`config.mk`:
```
export PLATFORM = sky130hd
export DESIGN_NAME = cp0_top
export DESIGN_NICKNAME = d
export VERILOG_FILES = /design/src/cp0_pkg.sv /design/src/cp0_exc_fsm.sv /design/src/cp0_regs.sv /design/src/cp0_timer.sv /design/src/cp0_top.sv
export SDC_FILE = /design/constraint.sdc
export NUM_CORES = 1
export LEC_CHECK = 0
export BUFFER_PORTS_ARGS = -buffer_cell sky130_fd_sc_hd__buf_2
export CAP_MARGIN = 25
export CELL_PAD_IN_SITES_DETAIL_PLACEMENT = 1
export CELL_PAD_IN_SITES_GLOBAL_PLACEMENT = 1
export CORE_MARGIN = 2
export CORE_UTILIZATION = 39
export DETAILED_ROUTE_END_ITERATION = 8
export PLACE_DENSITY_LB_ADDON = 0.1
export SLEW_MARGIN = 15
export SYNTH_ARGS = -nofsm -noshare
export SYNTH_HDL_FRONTEND = slang
export SYNTH_SLANG_ARGS = --single-unit
```
`constraint.sdc`:
```
create_clock -name clk -period 6.3 [get_ports clk]
set_clock_uncertainty 0.15 [all_clocks]
set_input_delay 0 -clock clk [delete_from_list [all_inputs] [get_ports clk]]
set_output_delay 0 -clock clk [all_outputs]
set_load 0.02 [all_outputs]
```
`src/cp0_pkg.sv`:
```
package cp0_pkg;

    // CP0 register addresses, {reg number, select}
    localparam logic [7:0] CP0_BADVADDR = {5'd8, 3'd0};
    localparam logic [7:0] CP0_COUNT    = {5'd9, 3'd0};
    localparam logic [7:0] CP0_COMPARE  = {5'd11, 3'd0};
    localparam logic [7:0] CP0_STATUS   = {5'd12, 3'd0};
    localparam logic [7:0] CP0_CAUSE    = {5'd13, 3'd0};
    localparam logic [7:0] CP0_EPC      = {5'd14, 3'd0};
    localparam logic [7:0] CP0_PRID     = {5'd15, 3'd0};
    localparam logic [7:0] CP0_CONFIG   = {5'd16, 3'd0};
    localparam logic [7:0] CP0_CONFIG1  = {5'd16, 3'd1};
    localparam logic [7:0] CP0_ERROREPC = {5'd30, 3'd0};

    // Exception kinds reported by the pipeline
    typedef enum logic [3:0] {
        EXC_NONE    = 4'd0,
        EXC_INTR    = 4'd1,
        EXC_ADEL_IF = 4'd2,
        EXC_ADEL_LD = 4'd3,
        EXC_ADES    = 4'd4,
        EXC_OV      = 4'd5,
        EXC_SYSC    = 4'd6,
        EXC_BP      = 4'd7,
        EXC_RI      = 4'd8,
        EXC_ERET    = 4'd9
    } exc_type_e;

    // Cause.ExcCode encodings
    localparam logic [4:0] EXCC_INT  = 5'd0;
    localparam logic [4:0] EXCC_ADEL = 5'd4;
    localparam logic [4:0] EXCC_ADES = 5'd5;
    localparam logic [4:0] EXCC_SYS  = 5'd8;
    localparam logic [4:0] EXCC_BP   = 5'd9;
    localparam logic [4:0] EXCC_RI   = 5'd10;
    localparam logic [4:0] EXCC_OV   = 5'd12;

    // Status fields
    localparam int STATUS_IE    = 0;
    localparam int STATUS_EXL   = 1;
    localparam int STATUS_ERL   = 2;
    localparam int STATUS_IM_LO = 8;
    localparam int STATUS_IM_HI = 15;
    localparam int STATUS_BEV   = 22;

    // Software interrupt bits in Cause
    localparam int CAUSE_IPS_LO = 8;
    localparam int CAUSE_IPS_HI = 9;

    // Kseg0 cacheability in Config
    localparam int CONFIG_K0_LO = 0;
    localparam int CONFIG_K0_HI = 2;

    localparam logic [31:0] ERROREPC_RESET = 32'hBFC00000;
    localparam logic [31:0] PRID_VALUE     = 32'h00018021;

    // Exception request, held stable while req is high
    typedef struct packed {
        exc_type_e   etype;
        logic [31:0] pc;
        logic [31:0] badvaddr;
        logic        in_slot;
    } exc_req_t;

    // mtc0/mfc0 access
    typedef struct packed {
        logic [7:0]  addr;
        logic        ren;
        logic        wen;
        logic [31:0] wdata;
    } csr_req_t;

    // One-cycle commit into the register block
    typedef struct packed {
        logic        valid;
        logic        eret;
        exc_type_e   etype;
        logic [31:0] pc;
        logic [31:0] badvaddr;
        logic        in_slot;
    } exc_commit_t;

endpackage

```
`src/cp0_exc_fsm.sv`:
```
`timescale 1ns/1ns

module cp0_exc_fsm (
    input  logic                  clk,
    input  logic                  rst_n,
    input  logic                  exc_req_i,
    input  cp0_pkg::exc_req_t     exc_i,
    output logic                  exc_ack_o,
    output cp0_pkg::exc_commit_t  commit_o
);

    typedef enum logic [1:0] {
        IDLE   = 2'd0,
        COMMIT = 2'd1,
        ACK    = 2'd2
    } state_e;

    state_e            state_q;
    state_e            state_d;
    cp0_pkg::exc_req_t req_q;
    logic              ack_d;

    // Request snapshot, only taken on the IDLE to COMMIT transition
    always_ff @(posedge clk) begin
        if (state_q == IDLE && exc_req_i) begin
            req_q <= exc_i;
        end
    end

    // Next state and ack
    always_comb begin
        state_d = state_q;
        ack_d   = exc_ack_o;
        case (state_q)
            IDLE: begin
                ack_d = 1'b0;
                if (exc_req_i) begin
                    state_d = COMMIT;
                end
            end
            COMMIT: begin
                // Registers update at the end of this cycle
                state_d = ACK;
            end
            ACK: begin
                if (exc_req_i) begin
                    ack_d = 1'b1;
                end else begin
                    // Four-phase return to zero
                    ack_d   = 1'b0;
                    state_d = IDLE;
                end
            end
            default: begin
                state_d = IDLE;
                ack_d   = 1'b0;
            end
        endcase
    end

    always_ff @(posedge clk or negedge rst_n) begin
        if (!rst_n) begin
            state_q   <= IDLE;
            exc_ack_o <= 1'b0;
        end else begin
            state_q   <= state_d;
            exc_ack_o <= ack_d;
        end
    end

    // Commit carries the captured request for one cycle
    always_comb begin
        commit_o.valid    = (state_q == COMMIT);
        commit_o.eret     = (req_q.etype == cp0_pkg::EXC_ERET);
        commit_o.etype    = req_q.etype;
        commit_o.pc       = req_q.pc;
        commit_o.badvaddr = req_q.badvaddr;
        commit_o.in_slot  = req_q.in_slot;
    end

endmodule

```
`src/cp0_regs.sv`:
```
`timescale 1ns/1ns

module cp0_regs (
    input  logic                  clk,
    input  logic                  rst_n,
    input  cp0_pkg::csr_req_t     csr_i,
    input  cp0_pkg::exc_commit_t  commit_i,
    input  logic [5:0]            intr_i,
    input  logic                  timer_irq_i,
    input  logic [31:0]           count_i,
    input  logic [31:0]           compare_i,
    output logic [31:0]           rdata_o,
    output logic                  count_wr_o,
    output logic                  compare_wr_o,
    output logic [31:0]           status_o,
    output logic [31:0]           cause_o,
    output logic [31:0]           epc_o,
    output logic [31:0]           errorepc_o,
    output logic [2:0]            k0_o,
    output logic                  intr_o
);

    // Config1: 32 TLB entries, 64B lines, 4-way I and D caches
    localparam logic [31:0] CONFIG1_VALUE = {
        1'b0, 6'd31, 3'd0, 3'd5, 3'd3, 3'd0, 3'd5, 3'd3, 7'd0
    };

    logic        status_bev;
    logic [7:0]  status_im;
    logic        status_exl;
    logic        status_ie;
    logic        cause_bd;
    logic [7:0]  cause_ip;
    logic [4:0]  cause_exccode;
    logic [31:0] badvaddr;
    logic [2:0]  config_k0;
    logic [31:0] config_w;

    logic        csr_wen;
    logic        is_exc;
    logic        is_addr_err;
    logic [4:0]  exc_code;

    // Commit takes priority over mtc0
    assign csr_wen      = csr_i.wen & ~commit_i.valid;
    assign count_wr_o   = csr_wen && (csr_i.addr == cp0_pkg::CP0_COUNT);
    assign compare_wr_o = csr_wen && (csr_i.addr == cp0_pkg::CP0_COMPARE);

    // Decode exception type
    always_comb begin
        is_exc      = 1'b1;
        is_addr_err = 1'b0;
        exc_code    = cp0_pkg::EXCC_INT;
        case (commit_i.etype)
            cp0_pkg::EXC_INTR: exc_code = cp0_pkg::EXCC_INT;
            cp0_pkg::EXC_ADEL_IF,
            cp0_pkg::EXC_ADEL_LD: begin
                exc_code    = cp0_pkg::EXCC_ADEL;
                is_addr_err = 1'b1;
            end
            cp0_pkg::EXC_ADES: begin
                exc_code    = cp0_pkg::EXCC_ADES;
                is_addr_err = 1'b1;
            end
            cp0_pkg::EXC_OV:   exc_code = cp0_pkg::EXCC_OV;
            cp0_pkg::EXC_SYSC: exc_code = cp0_pkg::EXCC_SYS;
            cp0_pkg::EXC_BP:   exc_code = cp0_pkg::EXCC_BP;
            cp0_pkg::EXC_RI:   exc_code = cp0_pkg::EXCC_RI;
            // ERET and NONE are not exceptions
            default:           is_exc = 1'b0;
        endcase
    end

    always_ff @(posedge clk or negedge rst_n) begin
        if (!rst_n) begin
            status_bev    <= 1'b1;
            status_im     <= 8'd0;
            status_exl    <= 1'b0;
            status_ie     <= 1'b0;
            cause_bd      <= 1'b0;
            cause_ip      <= 8'd0;
            cause_exccode <= 5'd0;
            epc_o         <= 32'd0;
            config_k0     <= 3'd3;
            errorepc_o    <= cp0_pkg::ERROREPC_RESET;
        end else begin
            // Hardware lines, timer shares IP7
            cause_ip[7:2] <= {intr_i[5] | timer_irq_i, intr_i[4:0]};

            if (commit_i.valid) begin
                if (is_exc) begin
                    // Nested exception keeps original EPC and BD
                    if (!status_exl) begin
                        epc_o    <= commit_i.in_slot ? commit_i.pc - 32'd4 : commit_i.pc;
                        cause_bd <= commit_i.in_slot;
                    end
                    status_exl    <= 1'b1;
                    cause_exccode <= exc_code;
                end else if (commit_i.eret) begin
                    status_exl <= 1'b0;
                end
            end else if (csr_wen) begin
                case (csr_i.addr)
                    cp0_pkg::CP0_STATUS: begin
                        status_bev <= csr_i.wdata[cp0_pkg::STATUS_BEV];
                        status_im  <= csr_i.wdata[cp0_pkg::STATUS_IM_HI:cp0_pkg::STATUS_IM_LO];
                        status_exl <= csr_i.wdata[cp0_pkg::STATUS_EXL];
                        status_ie  <= csr_i.wdata[cp0_pkg::STATUS_IE];
                    end
                    // Only software interrupts are writable
                    cp0_pkg::CP0_CAUSE: begin
                        cause_ip[1:0] <= csr_i.wdata[cp0_pkg::CAUSE_IPS_HI:cp0_pkg::CAUSE_IPS_LO];
                    end
                    cp0_pkg::CP0_EPC:      epc_o      <= csr_i.wdata;
                    cp0_pkg::CP0_ERROREPC: errorepc_o <= csr_i.wdata;
                    cp0_pkg::CP0_CONFIG: begin
                        config_k0 <= csr_i.wdata[cp0_pkg::CONFIG_K0_HI:cp0_pkg::CONFIG_K0_LO];
                    end
                    default: ;
                endcase
            end
        end
    end

    // Faulting address
    always_ff @(posedge clk) begin
        if (commit_i.valid && is_addr_err) begin
            badvaddr <= commit_i.badvaddr;
        end else if (csr_wen && csr_i.addr == cp0_pkg::CP0_BADVADDR) begin
            badvaddr <= csr_i.wdata;
        end
    end

    // ERL is not implemented and reads 0
    assign status_o = {9'd0, status_bev, 6'd0, status_im, 5'd0, 1'b0, status_exl, status_ie};
    assign cause_o  = {cause_bd, 15'd0, cause_ip, 1'b0, cause_exccode, 2'd0};

    // Config: M set, MT standard TLB
    assign config_w = {1'b1, 23'd0, 1'b1, 4'd0, config_k0};
    assign k0_o     = config_w[cp0_pkg::CONFIG_K0_HI:cp0_pkg::CONFIG_K0_LO];

    // mfc0 read, wdata bypass when not reading
    always_comb begin
        if (csr_i.ren) begin
            case (csr_i.addr)
                cp0_pkg::CP0_BADVADDR: rdata_o = badvaddr;
                cp0_pkg::CP0_COUNT:    rdata_o = count_i;
                cp0_pkg::CP0_COMPARE:  rdata_o = compare_i;
                cp0_pkg::CP0_STATUS:   rdata_o = status_o;
                cp0_pkg::CP0_CAUSE:    rdata_o = cause_o;
                cp0_pkg::CP0_EPC:      rdata_o = epc_o;
                cp0_pkg::CP0_PRID:     rdata_o = cp0_pkg::PRID_VALUE;
                cp0_pkg::CP0_CONFIG:   rdata_o = config_w;
                cp0_pkg::CP0_CONFIG1:  rdata_o = CONFIG1_VALUE;
                cp0_pkg::CP0_ERROREPC: rdata_o = errorepc_o;
                default:               rdata_o = 32'd0;
            endcase
        end else begin
            rdata_o = csr_i.wdata;
        end
    end

    // Pending and enabled, outside exception and error level
    assign intr_o = ((cause_o[15:8] & status_o[cp0_pkg::STATUS_IM_HI:cp0_pkg::STATUS_IM_LO])
                     != 8'd0)
                    && status_o[cp0_pkg::STATUS_IE]
                    && !status_o[cp0_pkg::STATUS_EXL]
                    && !status_o[cp0_pkg::STATUS_ERL];

endmodule

```
`src/cp0_timer.sv`:
```
`timescale 1ns/1ns

module cp0_timer #(
    parameter int COUNT_DIV = 2
) (
    input  logic        clk,
    input  logic        rst_n,
    input  logic        count_wr_i,
    input  logic        compare_wr_i,
    input  logic [31:0] wdata_i,
    output logic [31:0] count_o,
    output logic [31:0] compare_o,
    output logic        timer_irq_o
);

    // Divider needs at least one bit even when COUNT_DIV is 1
    localparam int DIV_W = (COUNT_DIV > 1) ? $clog2(COUNT_DIV) : 1;

    logic [DIV_W-1:0] div_cnt;
    logic             div_tick;
    logic             timer_hit;

    // Count advances on the last clock of each divider period
    assign div_tick = (div_cnt == DIV_W'(COUNT_DIV - 1));

    // Compare of zero never fires
    assign timer_hit = (compare_o != 32'd0) && (count_o == compare_o);

    always_ff @(posedge clk or negedge rst_n) begin
        if (!rst_n) begin
            div_cnt <= '0;
            count_o <= 32'd0;
        end else if (count_wr_i) begin
            // Load restarts the divider period
            div_cnt <= '0;
            count_o <= wdata_i;
        end else if (div_tick) begin
            div_cnt <= '0;
            count_o <= count_o + 32'd1;
        end else begin
            div_cnt <= div_cnt + DIV_W'(1);
        end
    end

    always_ff @(posedge clk or negedge rst_n) begin
        if (!rst_n) begin
            compare_o   <= 32'd0;
            timer_irq_o <= 1'b0;
        end else if (compare_wr_i) begin
            // Rewriting Compare acknowledges the timer
            compare_o   <= wdata_i;
            timer_irq_o <= 1'b0;
        end else if (timer_hit) begin
            // Sticky until the next Compare write
            timer_irq_o <= 1'b1;
        end
    end

endmodule

```
`src/cp0_top.sv`:
```
`timescale 1ns/1ns

module cp0_top #(
    parameter int COUNT_DIV = 2
) (
    input  logic               clk,
    input  logic               rst_n,
    input  cp0_pkg::csr_req_t  csr_i,
    input  logic               exc_req_i,
    input  cp0_pkg::exc_req_t  exc_i,
    input  logic [5:0]         intr_i,
    output logic [31:0]        rdata_o,
    output logic               exc_ack_o,
    output logic [31:0]        status_o,
    output logic [31:0]        cause_o,
    output logic [31:0]        epc_o,
    output logic [31:0]        errorepc_o,
    output logic [2:0]         k0_o,
    output logic               intr_o
);

    cp0_pkg::exc_commit_t commit;
    logic [31:0]          count;
    logic [31:0]          compare;
    logic                 timer_irq;
    logic                 count_wr;
    logic                 compare_wr;

    // Count/Compare
    cp0_timer #(
        .COUNT_DIV    (COUNT_DIV)
    ) u_cp0_timer (
        .clk          (clk),
        .rst_n        (rst_n),
        .count_wr_i   (count_wr),
        .compare_wr_i (compare_wr),
        .wdata_i      (csr_i.wdata),
        .count_o      (count),
        .compare_o    (compare),
        .timer_irq_o  (timer_irq)
    );

    // Exception handshake
    cp0_exc_fsm u_cp0_exc_fsm (
        .clk          (clk),
        .rst_n        (rst_n),
        .exc_req_i    (exc_req_i),
        .exc_i        (exc_i),
        .exc_ack_o    (exc_ack_o),
        .commit_o     (commit)
    );

    cp0_regs u_cp0_regs (
        .clk          (clk),
        .rst_n        (rst_n),
        .csr_i        (csr_i),
        .commit_i     (commit),
        .intr_i       (intr_i),
        .timer_irq_i  (timer_irq),
        .count_i      (count),
        .compare_i    (compare),
        .rdata_o      (rdata_o),
        .count_wr_o   (count_wr),
        .compare_wr_o (compare_wr),
        .status_o     (status_o),
        .cause_o      (cause_o),
        .epc_o        (epc_o),
        .errorepc_o   (errorepc_o),
        .k0_o         (k0_o),
        .intr_o       (intr_o)
    );

endmodule

```
==> flow_metrics.tcl <==
set metrics [dict create \
    clkSlewWorstSetupHoldPaths_ns 0.06 \
    multiInputGateArea_um2 5940 \
    htreeDepth 1 \
    synth_seq_cells 261 \
    via_per_inst 5.61 \
    timing.hold.ws_ns 0.0316 \
    cts_buffers 31 \
    avgRoutedWirePerCell_um 25.1 \
    cp_max_fo 46 \
    seq_area_um2 7050 \
    dieHeight_um 191 \
    whs_endpoint "u_cp0_regs.cause_ip[7]" \
    start_util 0.394 \
    die_area_um2 36300 \
    synth-edff-count 101 \
    reg2reg_depth 7 \
    min_path_type "input pin to flip-flop" \
    worst_pin_slew_ns 0.980 \
    synth_area_leaders "dfrtp_1 27%, edfxtp_1 22%, mux2_2 8.8%, xnor2_1 4.3%, nand2_1 2.6%" \
    cts_setup_buffers 0 \
    fin_setup_tns_ns 0 \
    place_congestion 0.897 \
    crit_arrival_ns 3.36 \
    synth_area_leader_cell "dfrtp_1" \
    drc 0 \
    r2r_setup_slack_ns 3.28 \
    grt_max_degree 75 \
    vdd_ir_drop_max_mv 0.276 \
    period_share 0.480 \
    pin_count 285 \
    firstDrtPassIters 6 \
    drt-total-wl_um 53500 \
    synthesis.area_um2 13600 \
    start_kind "flip-flop" \
    ys_types 72 \
    placed_cell_area_um2 15100 \
    antennaDiodeCount 0 \
    max_slew_margin 0.338 \
    synth-main-ff-cell "dfrtp_1" \
    track_usage 0.294 \
    ctsLongestPathBuffers 3 \
    slew_violations 0 \
    whs_path_depth 3 \
    powerDensity_nw_per_um2 334 \
    grt_pass1_wl_um 79700 \
    synth_commonest_cells "148 x dfrtp_1, 106 x mux2_2, 101 x edfxtp_1" \
    r2r_start "u_cp0_exc_fsm.state_q[1]" \
    die_w_um 191 \
    rows 68 \
    antenna_left 0 \
    max_freq_mhz 331 \
    async_reset_ff_frac 0.613 \
    core_area_um2 34500 \
    status "finished clean" \
    maxCapViolations 0 \
    hold_start "intr_i[5]" \
    tritoncts "yes" \
    numPortBuffers 244 \
    fill_cells 3750 \
    synth_most_common_cell "dfrtp_1" \
    synth_top_area_share 0.273 \
    gr-total-overflow 0 \
    dp_hpwl_um 36200 \
    clkSinkCount 261 \
    clock-root-buffer "clkbuf_16" \
    syn_area_per_cell_um2 10.9 \
    seq_area_frac_synth 0.519 \
    via_count 11900 \
    layout-drive-gt1-share 0.271 \
    path_class "flip-flop to flip-flop" \
    hold_viol_final 0 \
    clock_latency_ns 0.58 \
    syn2layout_area_growth_pct 32.2 \
    setup_viol 0 \
    synth_cells 1251 \
    drt_iter0_markers 896 \
    post-route-cell-area_um2 18000 \
    finalWorstPathRequiredPeriod_ns 3.02 \
    final_nets 1770 \
    grt_pass1_vias 12400 \
    grt_antenna_before_repair 2 \
    crit_required_ns 6.64 \
    rsz0062_at_grt "no" \
    end_kind "flip-flop" \
    ys_warn_count 0 \
    r2r-end "u_cp0_regs.epc_o[17]" \
    p_leak_nw 7.41 \
]
-- worst max-delay path: stages, from the launching register on --
cell	delay [ns]
dfrtp_1	0.42
nand2b_2	0.19
buf_4	0.28
or4_1	0.95
o21ai_2	0.37
buf_6	0.25
o21ai_0	0.11
o21ai_0	0.17
-- cell families (layout without fill, tap and decap cells) --
| logic type | count (synthesis) | in the layout | synth area share |
|---|---|---|---|
| fa+ha+maj | 2 | 2 | 0.00184 |
| mux | 123 | 123 | 0.100 |
| compound gates | 265 | 265 | 0.126 |
| other cells | 1 | 40 | 0.000276 |
| xor+xnor | 89 | 89 | 0.0574 |
| flops | 261 | 261 | 0.519 |
| buf+inv | 152 | 535 | 0.0580 |
| simple gates | 358 | 358 | 0.137 |
-- layout make-up --
type,count,share of cell area
multi-input combinational,877,0.331
sequential,261,0.393
timing repair buffer,452,0.183
clock buffer,49,0.0503
inverter,25,0.00522
clock inverter,9,0.00627
tap,455,0.0317
-- stage by stage --
stage | setup slack [ns] | power, mW | utilization | std cells
3_5_place_dp | 3.06 | 4.07 | 0.437 | 1883
4_1_cts | 3.28 | 5.97 | 0.521 | 2128
3_3_place_gp | 2.95 | 4.03 | 0.436 | 1881
6_report | 3.28 | 5.99 | 0.521 | 2128
2_1_floorplan | 0.101 | 3.43 | - | 1290
5_1_grt | 3.09 | 6.26 | 0.521 | 2128
-- power by group --
| group | internal [mW] | leakage, nW | switching, mW |
|---|---|---|---|
| clock network | 1.06 | 0.499 | 0.757 |
| registers | 2.15 | 2.86 | 0.499 |
| logic | 0.622 | 4.04 | 0.905 |
-- registers in the layout (all words and copies together), names as in the netlist, 2 cells and up --
signal / cells
u_cp0_regs.badvaddr: 32
u_cp0_timer.count_o: 32
u_cp0_timer.compare_o: 32
u_cp0_exc_fsm.state_q: 2
u_cp0_exc_fsm.commit_o: 69
u_cp0_regs.errorepc_o: 32
u_cp0_regs.status_im: 8
u_cp0_regs.cause_exccode: 4
u_cp0_regs.k0_o: 3
u_cp0_regs.epc_o: 32
u_cp0_regs.cause_ip: 8
-- metal layers --
metal,vias to the layer above,share of wire,global-route usage
met3,74,0.061,0.0473
met4,0,0.021,0.0659
met1,6110,0.43,0.406
met5,-,0,0
li1,5321,-,-
met2,425,0.48,0.487
-- placed cells by master, fill, tap and decap left out, types with 65 or more instances in the layout --
cell           synthesis  final
buf_2                  9    243
dlygate4sd3_1          0    186
dfrtp_1              148    148
mux2_2               106    106
edfxtp_1             101    101
nand2_1               93     93
nor2_1                84     84
xnor2_1               67     67
o21ai_0               66     65
a21oi_1               65     65
-- worst max-delay path by stage --
stage	startpoint	end	slack, ns
floorplan	u_cp0_exc_fsm.state_q[0]	u_cp0_exc_fsm.commit_o[0]	0.10
global placement	u_cp0_exc_fsm.state_q[1]	u_cp0_regs.epc_o[29]	2.95
global route	u_cp0_exc_fsm.state_q[1]	u_cp0_regs.epc_o[4]	3.09
finish	u_cp0_exc_fsm.state_q[1]	u_cp0_regs.epc_o[17]	3.28
CTS	u_cp0_exc_fsm.state_q[1]	u_cp0_regs.epc_o[30]	3.28
detailed placement	csr_i[35]	u_cp0_timer.compare_o[24]	3.06
-- repair_timing --
item | CTS | global route
gates resized for setup | 0 | 0
hold buffers | 187 | 0
endpoints found under the hold margin | 415 | 0
Power figures use the tool's default switching activity.
